<file path="src/cache_pkg.sv">
// Cache subsystem package with geometry constants, FSM encodings and the address layout
package cache_pkg;

	// ========================================================================
	// Geometry
	// ========================================================================

	// Byte address and data word widths seen by the clients and the memory
	localparam int addr_w = 32;
	localparam int data_w = 32;

	// Four ways of sixteen sets, each line holding four words
	localparam int ways           = 4;
	localparam int sets           = 16;
	localparam int words_per_line = 4;

	// Address field widths; tag, index and offset together cover addr_w
	localparam int off_w = 4;
	localparam int idx_w = 4;
	localparam int tag_w = addr_w - idx_w - off_w;

	// Width of a way number and of a word number within a line
	localparam int way_w  = 2;
	localparam int word_w = 2;

	// ========================================================================
	// FSM encodings
	// ========================================================================

	localparam int st_w = 2;

	// Cache controller states
	localparam logic [st_w-1:0] cc_idle = 2'd0;
	localparam logic [st_w-1:0] cc_req  = 2'd1;
	localparam logic [st_w-1:0] cc_fill = 2'd2;
	localparam logic [st_w-1:0] cc_resp = 2'd3;

	// Refill arbiter states
	localparam logic [st_w-1:0] arb_idle = 2'd0;
	localparam logic [st_w-1:0] arb_ar   = 2'd1;
	localparam logic [st_w-1:0] arb_r    = 2'd2;

	// ========================================================================
	// Request address
	// ========================================================================

	// The same 32-bit word is either handled whole, as it travels on the
	// client and refill ports, or split into the fields that address the
	// tag, valid and data arrays
	typedef union packed {
		logic [addr_w-1:0] raw;
		struct packed {
			logic [tag_w-1:0] tag;
			logic [idx_w-1:0] idx;
			logic [off_w-1:0] off;
		} f;
	} cache_addr_u;

endpackage

</file>
<file path="src/mem_arbiter.sv">
// Round-robin line refill arbiter with an AXI4-Lite read master toward memory
`timescale 1ns/1ps

module mem_arbiter (
	input  logic                         clk,
	input  logic                         rst_n,
	input  logic                         i_refill_req,
	input  logic [cache_pkg::addr_w-1:0] i_refill_addr,
	output logic                         i_refill_gnt,
	output logic                         i_refill_valid,
	output logic [cache_pkg::data_w-1:0] i_refill_data,
	output logic                         i_refill_last,
	input  logic                         d_refill_req,
	input  logic [cache_pkg::addr_w-1:0] d_refill_addr,
	output logic                         d_refill_gnt,
	output logic                         d_refill_valid,
	output logic [cache_pkg::data_w-1:0] d_refill_data,
	output logic                         d_refill_last,
	output logic                         arvalid,
	input  logic                         arready,
	output logic [cache_pkg::addr_w-1:0] araddr,
	output logic [2:0]                   arprot,
	input  logic                         rvalid,
	output logic                         rready,
	input  logic [cache_pkg::data_w-1:0] rdata,
	input  logic [1:0]                   rresp
);

	import cache_pkg::*;

	logic [st_w-1:0]   state;

	// Port owning the current line, and the port that won the last line
	logic              sel_d;
	logic              last_d;

	// Port picked when a new line starts
	logic              pick_d;

	// Word number of the outstanding read and the base of the line
	logic [word_w-1:0] beat;
	logic [addr_w-1:0] line_base;

	// Read data beat accepted from memory
	logic              beat_fire;
	logic              beat_last;

	// ========================================================================
	// Arbitration
	// ========================================================================

	// A lone requester wins outright; with both asking, the port that did not
	// win last time goes first
	assign pick_d = d_refill_req && (!i_refill_req || !last_d);

	always_ff @(posedge clk)
	begin
		if (!rst_n)
		begin
			state        <= arb_idle;
			sel_d        <= 1'b0;
			// Pretend the data port won last so the instruction port leads
			last_d       <= 1'b1;
			beat         <= '0;
			i_refill_gnt <= 1'b0;
			d_refill_gnt <= 1'b0;
		end
		else
		begin
			// Grants are one-cycle pulses
			i_refill_gnt <= 1'b0;
			d_refill_gnt <= 1'b0;

			case (state)
			arb_idle:
			begin
				if (i_refill_req || d_refill_req)
				begin
					sel_d        <= pick_d;
					i_refill_gnt <= !pick_d;
					d_refill_gnt <= pick_d;
					beat         <= '0;
					state        <= arb_ar;
				end
			end

			arb_ar:
			begin
				if (arready)
					state <= arb_r;
			end

			arb_r:
			begin
				if (rvalid)
				begin
					if (beat_last)
					begin
						last_d <= sel_d;
						state  <= arb_idle;
					end
					else
					begin
						beat  <= beat + 1'b1;
						state <= arb_ar;
					end
				end
			end

			default:
			begin
				state <= arb_idle;
			end
			endcase
		end
	end

	// The line base is taken with the grant and held for all four reads
	always_ff @(posedge clk)
	begin
		if ((state == arb_idle) && (i_refill_req || d_refill_req))
			line_base <= pick_d ? d_refill_addr : i_refill_addr;
	end

	// ========================================================================
	// AXI4-Lite read channels
	// ========================================================================

	// One read outstanding at a time; the address stays put until arready
	assign arvalid = (state == arb_ar);
	assign araddr  = {line_base[addr_w-1:off_w], beat, {(off_w - word_w){1'b0}}};
	assign arprot  = '0;
	assign rready  = (state == arb_r);

	// Read responses carry no error handling here, so rresp is not examined
	assign beat_fire = (state == arb_r) && rvalid;
	assign beat_last = (beat == word_w'(words_per_line - 1));

	// Each beat goes only to the port that owns the line
	assign i_refill_valid = beat_fire && !sel_d;
	assign d_refill_valid = beat_fire && sel_d;
	assign i_refill_last  = i_refill_valid && beat_last;
	assign d_refill_last  = d_refill_valid && beat_last;
	assign i_refill_data  = rdata;
	assign d_refill_data  = rdata;

endmodule

</file>
<file path="config.mk">
export PLATFORM = sky130hd
export DESIGN_NAME = mem_arbiter
export DESIGN_NICKNAME = d
export VERILOG_FILES = /design/src/cache_pkg.sv /design/src/mem_arbiter.sv
export SDC_FILE = /design/constraint.sdc
export NUM_CORES = 1
export LEC_CHECK = 0
export BUFFER_PORTS_ARGS = -buffer_cell sky130_fd_sc_hd__buf_4
export CAP_MARGIN = 20
export CORE_ASPECT_RATIO = 0.75
export CORE_MARGIN = 8
export CORE_UTILIZATION = 36
export DETAILED_ROUTE_END_ITERATION = 12
export GPL_TIMING_DRIVEN = 0
export PLACE_DENSITY = 0.81
export SKIP_LAST_GASP = 1
export SYNTH_ARGS = -nofsm -noshare
export SYNTH_HDL_FRONTEND = slang
export SYNTH_SLANG_ARGS = --single-unit
</file>
<file path="constraint.sdc">
create_clock -name clk -period 3.7 [get_ports clk]
set_input_delay 0.555 -clock clk [delete_from_list [all_inputs] [get_ports clk]]
set_output_delay 0.555 -clock clk [all_outputs]
set_load 0.05 [all_outputs]
</file>
==> Word-level counts from Yosys, hierarchy flattened <==
Cells that the tools add are included.
{ "totals": {"input_bits": 104, "word_cells": 45, "mem_bits_ro": 0, "register_bits": 40, "n_memories": 0, "latchBits": 0, "ram_bits": 0} }
{ "op_classes": {"reduce_logical": 20, "n_lt_le_gt_ge": 0, "mux": 10, "shifts": 0, "n_addsub": 1, "eq_ne": 7, "multipliers": 0, "n_div": 0, "n_bitwise": 0} }
{ "op_table": {"columns": ["cell", "n"], "rows": [
  ["2-to-1 mux 32 bit", 1],
  ["2-to-1 mux 2 bit", 6],
  ["AND reduction 3 bit", 3],
  ["logical AND 1 bit", 7],
  ["one-hot mux 2 bit (3 select lines)", 1],
  ["== test 2 bit, second input constant", 2],
  ["zero test 1 bit", 4],
  ["inequality test 2 x 1 -> 1 bit, second input constant", 2],
  ["inequality test 2 bit, second input constant", 2],
  ["one-hot mux 2 bit (2 select lines)", 1],
  ["AND reduction 4 bit", 1],
  ["adder 2 x 1 -> 2 bit, second input constant", 1],
  ["== test 2 x 1 -> 1 bit, second input constant", 1],
  ["zero test 2 bit", 1],
  ["logical OR 1 bit", 2],
  ["AND reduction 2 bit", 1],
  ["nonzero test 2 bit", 1],
  ["2-to-1 mux 1 bit", 1]
]} }

==> Depth between registers and ports, before layout <==
Gate-level depths: netlist of run 1.
{ "logic_depth": {"depth_word": 4, "ltp_mapped": 4, "ltp_nobuf": 4} }

==> Worst setup path before layout of run 1 <==
No wires, ideal clock.
{ "synth_path": {"kind": "input to register", "startpoint": "input i_refill_req", "endpoint": "register line_base[10] (enable)", "arrival_time_ns": 2.608, "cell_stages": 2, "required_time_ns": 3.249, "setup_ns": 0.451, "slack_ns": 0.641, "path_cell_list": "nor2_1 -> nor3_1"} }
{ "synth_via": {"elab_chain_len": 2} }
{ "synth_lines": {"columns": ["item", "line", "source"], "rows": [
  ["start, declared", "mem_arbiter.sv:7", "input logic i_refill_req,"],
  ["logical OR 1 bit", "mem_arbiter.sv:121", "if ((state == arb_idle) && (i_refill_req || d_refill_req))"],
  ["logical AND 1 bit", "mem_arbiter.sv:121", null],
  ["end signal, assigned", "mem_arbiter.sv:122", "line_base <= pick_d ? d_refill_addr : i_refill_addr;"],
  ["end, declared", "mem_arbiter.sv:42", "logic [addr_w-1:0] line_base;"]
]} }
No other way between the ends.
A chain may end at the register's enable or synchronous reset.

==> Final worst setup path of run 1 <==
{ "layout_path": {"startpoint": "register state[1]", "endpoint": "output d_refill_valid"} }
{ "layout_via": {"elab_chain_len": 3} }
{ "layout_lines": {"columns": ["item", "line", "source"], "rows": [
  ["start, declared", "mem_arbiter.sv:31", "logic [st_w-1:0] state;"],
  ["start signal, assigned", "mem_arbiter.sv:60", "state <= arb_idle;"],
  ["start signal, assigned", "mem_arbiter.sv:83", "state <= arb_ar;"],
  ["start signal, assigned", "mem_arbiter.sv:90", "state <= arb_r;"],
  ["== test 2 bit", "mem_arbiter.sv:136", "assign beat_fire = (state == arb_r) && rvalid;"],
  ["logical AND 1 bit", "mem_arbiter.sv:136", null],
  ["logical AND 1 bit", "mem_arbiter.sv:141", "assign d_refill_valid = beat_fire && sel_d;"],
  ["end, declared", "mem_arbiter.sv:16", "output logic d_refill_valid,"]
]} }
No other way between the ends.

==> results.md, run 1 <==
- CTS Hold Bufs: 0
- Setup violators final: 0
- Fmax: 0.517 GHz
- Yosys top cell area share: 0.409
- Initial antenna violation count: 0
- Ys flop type: edfxtp_1
- Synth Area in XOR/XNOR: 0
- Row count: 24
- Post-synth cell types: 25
- Total CTS buffers: 5
- Antenna-violating nets left: 0
- PwrDens: 384 nW/um^2
- Buf/Inv on CP: 1
- Mux share of post-synthesis cell area: 0.153
- Initial DRC Count: 43
- Critical Path Sink Type: primary output
- Reg clk slew, reported paths: 60 ps
- Die area: 8410 um^2
- CTS root buf: clkbuf_8
- DR pass1 iterations: 3
- Final Hold Fails: 0
- Skew final: 1.78 ps
- GRT busiest layer: met2
- Max Cap Viol: 0
- Clk buf depth: 2
- Share of layout cells above drive strength 1: 0.787
- Number of flops mapped to enable cells by yosys: 28
- Yosys warns: 0
- Mapped Avg Cell Area: 12.1 um^2
- Tot Pwr: 0.00135 W
- Number of global-route vias before repair: 1873
- Min Tclk post-route: 1930 ps
- Peak VDD IR: 149 uV
- DRC: 0
- Setup TNS: 0 ps
- Area delta synth->final: 70.7%
- Worst-margin pin slew: 661 ps
- Final net count: 451
- IO buf count: 163
- # placed instances: 417
- Critical path's top delay family: flip-flops
- Finished Layout Cells: 425
- CTS tree: done
- Post-CTS setup buffers: 0
- Path type of the worst setup path: flop to primary output
- Core Box Area: 5680 um^2
- Worst path max stage delay: 450 ps
- Worst setup SP type: flop
- Clock sink count: 36
- Worst path cell trace: nor2b_1 -> nand2_1 -> nor2_1 -> buf_4
- Gr ovfl total: 0
- Io pins: 211
- Total GRT Usage: 0.136
- DP HPWL: 5.53 mm
- Worst hold path type: flop to flop
- Seq/Total Area, Yosys: 0.487
- Ys async rst share: 0
- GR Util met3: 0.0754
- Crit-path slowest cell: dfxtp_1
- Layout Cell Area excl Fill: 3510 um^2
- Largest family of logic cells by synthesized area: buffers and inverters
- Placed cell area: 3420 um^2
- Relative max-transition margin: 0.557
- Synthesized cell area: 2060 um^2
- Width of the die: 103 um
- Synth Area in Compound Gates: 0.0329
- Routed WL per cell: 14.8 um
- RSZ-0062 raised after global routing: false
- CP arrival: 1380 ps
- Pleak: 1.74 nW
- Post-synthesis adder-cell area fraction: 0.00609
- WP data required: 3140 ps
- Largest net degree at the start of global routing: 15
- Initial core utilization: 0.362
- Cells after Synth: 170
- GR Util met2: 0.250
- Crit-path max FO: 8
- Synthesized flop and latch total: 36
- Post-route clock period utilization: 0.522
- Clock Latency Late Sink: 270 ps
- Height of the die: 81.4 um
- Post-Route Utilization: 0.618
- Via count: 1742
- Simple-Gate Fraction of Synth Area: 0.0542
- Largest area contributor in the netlist: edfxtp_1
- Run status: completed
- Ant diodes: 0
- Gpl congestion: 0.748
- Synth top area cells: edfxtp_1 (41%), buf_4 (25%), mux2_2 (15%)
- Post-cts gate resize count: 0
- Routed WL: 6.31 mm
- Routed vias/inst: 4.10
- First-pass GRT wire length: 8.91 mm
- Slew Viols, Final: 0
- CTS H-tree lvls: 2
- Met1 GRT Util: 0.132
cell families after synthesis:
| logic type | after synthesis |
|---|---|
| buffers and inverters | 75 |
| other | 1 |
| AOI/OAI and AO/OA | 9 |
| muxes | 28 |
| and+or+nand+nor | 20 |
| DFF | 36 |
| adders and majority gates | 1 |
cell type report:
cell class	instances	area [um^2]
Tap cell	78	97.6
Buffer	72	533
Timing Repair Buffer	165	1250
Clock buffer	7	86.3
Fill cell	475	2170
Clock inverter	1	3.75
Sequential cell	36	1000
Inverter	3	11.3
Multi-Input combinational cell	63	531
report_power, final:
group	leakage (nW)	switching, W	internal (W)
clock	0.0459	0.000121	0.000149
sequential	0.339	0.0000140	0.000486
combinational	1.35	0.000363	0.000214
total	1.74	0.000498	0.000850
final timing paths:
kind | end | depth (start not counted) | slack, ps | start
worst min-delay path | last_d | 1 | 490 | last_d
worst max-delay path | d_refill_valid | 4 | 1770 | state[1]
worst max register to register | line_base[22] | 2 | 2180 | state[0]
worst min register to register | last_d | 1 | 490 | last_d
through the flow:
step,setup WS (ps),hold WS (ps)
2_1_floorplan,641,457
3_3_place_gp,-464,475
3_5_place_dp,1860,479
4_1_cts,1760,499
5_1_grt,1630,529
6_report,1770,495
layer usage:
layer	share of wire	wire length, um
met5	0	0
met4	0.0060	38
met3	0.16	1030
met2	0.50	3180
met1	0.33	2060
state kept, by name, summed over array words and instances (netlist names):
signal and cells:
beat 2, d_refill_gnt 1, i_refill_gnt 1, last_d 1
line_base 28, sel_d 1, state 2
synth_stat cells, types with 2 or more instances:
library cell  number
buf_2              3
buf_4             69
dfxtp_1            8
edfxtp_1          28
inv_1              3
mux2_2            28
nand2_1            4
nor2_1             6
nor2b_1            3
o22ai_1            2
o31ai_1            2
layout by cell type, fill, tap and decap left out, types with 2 or more instances in the layout:
cell type,instances
inv_1,3
o22ai_1,2
edfxtp_1,28
conb_1,5
nor2b_1,3
o31ai_1,2
mux2_2,28
nand2_1,4
buf_6,2
buf_2,3
dfxtp_1,8
clkbuf_8,6
nor2_1,6
buf_4,232
(Power assumes the default switching activity.)
==> run 2: changes to the inputs <==
==> constraint.sdc (replaced) <==
create_clock -name clk -period 2 [get_ports clk]
set_input_delay 0.3 -clock clk [delete_from_list [all_inputs] [get_ports clk]]
set_output_delay 0.3 -clock clk [all_outputs]
set_load 0.05 [all_outputs]
==> run 2 against run 1 <==
Net effect: wire length is 0.48% lower; die area stayed put; largest power group unchanged; power is 86% higher; combinational power is 85% higher; clock power is 91% higher; global-route usage stayed put; critical path depth stayed put; via count is 0.69% lower; count of clock-buffer cells in the layout stayed put.
==> results.md, run 2 (synthesized netlist as in run 1, its figures left out) <==
- Crit-path slowest cell: dfxtp_1 (unchanged)
- Max FFs per register: 28 (unchanged)
- # placed instances: 416 (was 417)
- Largest Register: line_base (unchanged)
- Area delta synth->final: 70.9% (was 70.7%)
- Commonest non-fill, non-tap cell in the layout: buf_4 (unchanged)
- DRC: 0 (unchanged)
- Post-route clock period utilization: 0.871
- Share of layout cells above drive strength 1: 0.792 (was 0.787)
- Run status: completed (unchanged)
- Height of the die: 81.4 um (unchanged)
- Path type of the worst setup path: flop to primary output (unchanged)
- DP HPWL: 5.49 mm (was 5.53 mm)
- Final net count: 450 (was 451)
- Critical Path Sink Type: primary output (unchanged)
- Final Hold Fails: 0 (unchanged)
- DR pass1 iterations: 3 (unchanged)
- Buf/Inv on CP: 1 (unchanged)
- PwrDens: 714 nW/um^2 (was 384 nW/um^2)
- Initial core utilization: 0.362 (unchanged)
- Initial antenna violation count: 0 (unchanged)
- Setup TNS: 0 ps (unchanged)
- Width of the die: 103 um (unchanged)
- Largest regs: line_base (28), beat (2), state (2) (unchanged)
- Via count: 1730 (was 1742)
- Relative max-transition margin: 0.543 (was 0.557)
- Pleak: 1.73 nW (was 1.74 nW)
- WP data required: 1700 ps (was 3140 ps)
- Ant diodes: 0 (unchanged)
- Worst setup SP type: flop (unchanged)
- Die area: 8410 um^2 (unchanged)
- Initial DRC Count: 45 (was 43)
- Finished Layout Cells: 424 (was 425)
- IO buf count: 163 (unchanged)
- Gr ovfl total: 0 (unchanged)
- Worst hold path type: input pin to flop (was flop to flop)
- Largest net degree at the start of global routing: 18 (was 15)
- Setup violators final: 0 (unchanged)
- Post-CTS setup buffers: 0 (unchanged)
- Gpl congestion: 0.769 (was 0.748)
- Core Box Area: 5680 um^2 (unchanged)
- CTS tree: done (unchanged)
- Skew final: 3.63 ps (was 1.78 ps)
- Min Tclk post-route: 1740 ps
- Clk buf depth: 2 (unchanged)
- CP arrival: 1440 ps (was 1380 ps)
- Worst-margin pin slew: 683 ps (was 661 ps)
- Clock sink count: 36 (unchanged)
- Reg clk slew, reported paths: 70 ps (was 60 ps)
- Max Cap Viol: 0 (unchanged)
- Commonest cells after routing, fill and taps aside: buf_4 (232), mux2_2 (28), edfxtp_1 (28) (unchanged)
- CTS H-tree lvls: 2 (unchanged)
- Fmax: 0.574 GHz
- Crit-path max FO: 4 (was 8)
- Routed WL: 6.28 mm (was 6.31 mm)
- Row count: 24 (unchanged)
- Peak VDD IR: 259 uV (was 149 uV)
- Layout Cell Area excl Fill: 3510 um^2 (about the same)
- First-pass GRT wire length: 8.91 mm (unchanged)
- CTS Hold Bufs: 0 (unchanged)
- Post-cts gate resize count: 0 (unchanged)
- Io pins: 211 (unchanged)
- CTS root buf: clkbuf_8 (unchanged)
- Antenna-violating nets left: 0 (unchanged)
- Final hold slack: 292 ps (was 495 ps)
- Worst path cell trace: ha_1 -> nand4b_1 -> nor2_2 -> buf_4 (was nor2b_1 -> nand2_1 -> nor2_1 -> buf_4)
- Critical path's top delay family: flip-flops (unchanged)
- Number of global-route vias before repair: 1906 (was 1873)
- Total GRT Usage: 0.136 (unchanged)
- Clock Latency Late Sink: 280 ps (was 270 ps)
- RSZ-0062 raised after global routing: false (unchanged)
- Routed WL per cell: 14.8 um (about the same)
- Placed cell area: 3420 um^2 (about the same)
- Slew Viols, Final: 0 (unchanged)
- Routed vias/inst: 4.08 (was 4.10)
- Worst path max stage delay: 390 ps (was 450 ps)
- Total CTS buffers: 5 (unchanged)
-- run 2: layer usage --
| layer | part of all wire | track usage | vias up |
|---|---|---|---|
| li1 | - | - | 865 |
| met1 | 0.31 | 0.132 | 745 |
| met2 | 0.51 | 0.247 | 115 |
| met3 | 0.17 | 0.0711 | 5 |
| met4 | 0.0081 | 0.0432 | 0 |
| met5 | 0 | 0 | - |
-- run 2: cell type report --
class | count | area (um^2)
clock buffer | 7 | 86.3
inverter | 3 | 11.3
buffer | 72 | 533
clock inverter | 1 | 3.75
fill | 465 | 2160
tap | 78 | 97.6
timing repair buffer | 164 | 1240
sequential | 36 | 1000
multi-input combinational | 63 | 542
-- run 2: path summary, 6_finish.rpt --
path | startpoint | to | slack (ps) | depth (start not counted)
min reg2reg | last_d | last_d | 500 | 1
max reg2reg | state[0] | line_base[16] | 430 | 2
max | beat[0] | d_refill_last | 260 | 4
min | rst_n | state[0] | 290 | 2
-- run 2: where the power goes --
part / internal, W / switching, W
Sequential: 0.000900 / 0.0000268
Combinational: 0.000395 / 0.000671
Clock: 0.000276 / 0.000239
Total: 0.00157 / 0.000937
-- run 2: through the flow --
step / util / total power, W / setup slack, ps
after CTS: 0.619 / 0.00253 / 252
after detailed placement: 0.603 / 0.00202 / 366
after floorplan: - / 0.00167 / -69.8
after global placement: 0.599 / 0.00200 / -525
final: 0.619 / 0.00251 / 258
after global routing: 0.619 / 0.00261 / 164
==> run 3: changes to the inputs <==
--- a/config.mk
+++ b/config.mk
@@ -7,12 +7,14 @@
 export LEC_CHECK = 0
 export BUFFER_PORTS_ARGS = -buffer_cell sky130_fd_sc_hd__buf_4
 export CAP_MARGIN = 20
+export CELL_PAD_IN_SITES_DETAIL_PLACEMENT = 2
+export CELL_PAD_IN_SITES_GLOBAL_PLACEMENT = 2
 export CORE_ASPECT_RATIO = 0.75
 export CORE_MARGIN = 8
-export CORE_UTILIZATION = 36
+export CORE_UTILIZATION = 18
 export DETAILED_ROUTE_END_ITERATION = 12
 export GPL_TIMING_DRIVEN = 0
-export PLACE_DENSITY = 0.81
+export PLACE_DENSITY = 0.78
 export SKIP_LAST_GASP = 1
 export SYNTH_ARGS = -nofsm -noshare
 export SYNTH_HDL_FRONTEND = slang
==> run 3 against run 2 <==
Net effect: sequential cell count unchanged; register-to-register slack worse by 100 ps; combinational power about the same; first-iteration DRC count up 58%; clock power up 47%; wire length up 31%; die area up 80%; sequential power about the same; global-route usage down 3.5 points; power up 11%; largest cell class unchanged; highest routed layer unchanged.
==> results.md, run 3 (synthesized netlist as in run 1, its figures left out) <==
- Pleak: 1.76 nW (was 1.73 nW)
- Number of global-route vias before repair: 2165 (was 1906)
- Row count: 33 (was 24)
- Core Box Area: 11000 um^2 (was 5680 um^2)
- Max FFs per register: 28 (unchanged)
- Clock sink count: 36 (unchanged)
- Setup violators final: 0 (unchanged)
- Worst setup SP type: flop (unchanged)
- Crit-path max FO: 8 (was 4)
- Relative max-transition margin: 0.447 (was 0.543)
- Reg2reg path depth: 2 (unchanged)
- Routed vias/inst: 3.77 (was 4.08)
- Final Hold Fails: 0 (unchanged)
- Critical Path Sink Type: primary output (unchanged)
- Largest Register: line_base (unchanged)
- Min Tclk post-route: 1740 ps (about the same)
- R2r setup slk: 330 ps (was 430 ps)
- Final net count: 450 (unchanged)
- RSZ-0062 raised after global routing: false (unchanged)
- Height of the die: 109 um (was 81.4 um)
- DR pass1 iterations: 3 (unchanged)
- Initial core utilization: 0.186 (was 0.362)
- PwrDens: 761 nW/um^2 (was 714 nW/um^2)
- Ant diodes: 0 (unchanged)
- Via count: 1834 (was 1730)
- Post-CTS setup buffers: 0 (unchanged)
- Layout fillers: 1194 (was 465)
- Fmax: 0.575 GHz (was 0.574 GHz)
- WP data required: 1700 ps (about the same)
- CTS Hold Bufs: 0 (unchanged)
- IO buf count: 163 (unchanged)
- Reg clk slew, reported paths: 50 ps (was 70 ps)
- CP arrival: 1440 ps (about the same)
- Total GRT Usage: 0.101 (was 0.136)
- Total CTS buffers: 5 (unchanged)
- Width of the die: 139 um (was 103 um)
- Antenna-violating nets left: 0 (unchanged)
- Worst hold path type: input pin to flop (unchanged)
- Clock Latency Late Sink: 280 ps (about the same)
- Area of the multi-input gates: 542 um^2 (unchanged)
- Skew final: 3.40 ps (was 3.63 ps)
- Die area: 15100 um^2 (was 8410 um^2)
- Initial antenna violation count: 0 (unchanged)
- CTS H-tree lvls: 2 (unchanged)
- Gr ovfl total: 0 (unchanged)
- Share of layout cells above drive strength 1: 0.789 (was 0.792)
- Post-route clock period utilization: 0.869 (was 0.871)
- CTS tree: done (unchanged)
- Path type of the worst setup path: flop to primary output (unchanged)
- Placed cell area: 3510 um^2 (was 3420 um^2)
- Initial DRC Count: 71 (was 45)
- Area delta synth->final: 77.5% (was 70.9%)
- Slew Viols, Final: 0 (unchanged)
- Io pins: 211 (unchanged)
- FF/Latch Area: 1000 um^2 (unchanged)
- Max Cap Viol: 0 (unchanged)
- Routed WL: 8.20 mm (was 6.28 mm)
- Setup TNS: 0 ps (unchanged)
- Commonest cells after routing, fill and taps aside: buf_4 (232), mux2_2 (28), edfxtp_1 (28) (unchanged)
- Worst-margin pin slew: 826 ps (was 683 ps)
- DP HPWL: 7.13 mm (was 5.49 mm)
- Commonest non-fill, non-tap cell in the layout: buf_4 (unchanged)
- Largest net degree at the start of global routing: 18 (unchanged)
- Min-Delay Path Depth: 2 (unchanged)
- Largest regs: line_base (28), beat (2), state (2) (unchanged)
- CTS root buf: clkbuf_16 (was clkbuf_8)
- Run status: completed (unchanged)
- Peak VDD IR: 265 uV (was 259 uV)
- Post-cts gate resize count: 0 (unchanged)
- First-pass GRT wire length: 11.9 mm (was 8.91 mm)
- Gpl congestion: 0.680 (was 0.769)
- Layout Cell Area excl Fill: 3650 um^2 (was 3510 um^2)
- Clk buf depth: 2 (unchanged)
- Routed WL per cell: 16.9 um (was 14.8 um)
- DRC: 0 (unchanged)
==> run 3: changes by cell type in the layout (fill, tap and decap cells not counted), sizes merged <==
| cell | change |
|---|---|
| clkbuf | +1 |
| clkinv | -1 |
==> run 3: through the flow <==
stage / total power, W / setup slack, ps / hold slack, ps / cells / utilization
global route: 0.00290 / 171 / 293 / 486 / 0.331
detailed placement: 0.00206 / 253 / 493 / 478 / 0.319
floorplan: 0.00167 / -69.8 / 418 / 174 / -
global placement: 0.00201 / -732 / 470 / 477 / 0.316
finish: 0.00278 / 262 / 290 / 486 / 0.331
CTS: 0.00284 / 238 / 279 / 486 / 0.331
==> run 3: report_power, final <==
part	total [W]	switching [W]	internal (W)
Sequential	0.000930	0.0000291	0.000901
Combinational	0.00109	0.000688	0.000403
Clock	0.000757	0.000293	0.000464
==> run 3: layout make-up <==
type	count	area share
plain buffers	72	0.146
multi-input cells	63	0.148
clock buffers	8	0.0374
flip-flops and latches	36	0.274
repair buffers	164	0.343
well taps	140	0.0480
inverters	3	0.00309
==> run 3: path summary, 6_finish.rpt <==
| path | start | to |
|---|---|---|
| max reg2reg | state[0] | line_base[29] |
| min reg2reg | last_d | last_d |
| max | state[1] | i_refill_valid |
| min | rst_n | state[0] |
==> run 3: layer usage <==
metal  GRT usage  vias to the layer above  wire (um)
met2       0.198                       91       4550
met1      0.0865                      880       2620
met3      0.0651                        2       1020
met5           0                        -          0
met4      0.0164                        0         19
li1            -                      861          -
==> run 3: critical path, cell delays in order (launching register included) <==
cell and delay [ps]:
dfxtp_1 500, nor2b_2 260, nand2_1 90, nor2_1 100, buf_4 210
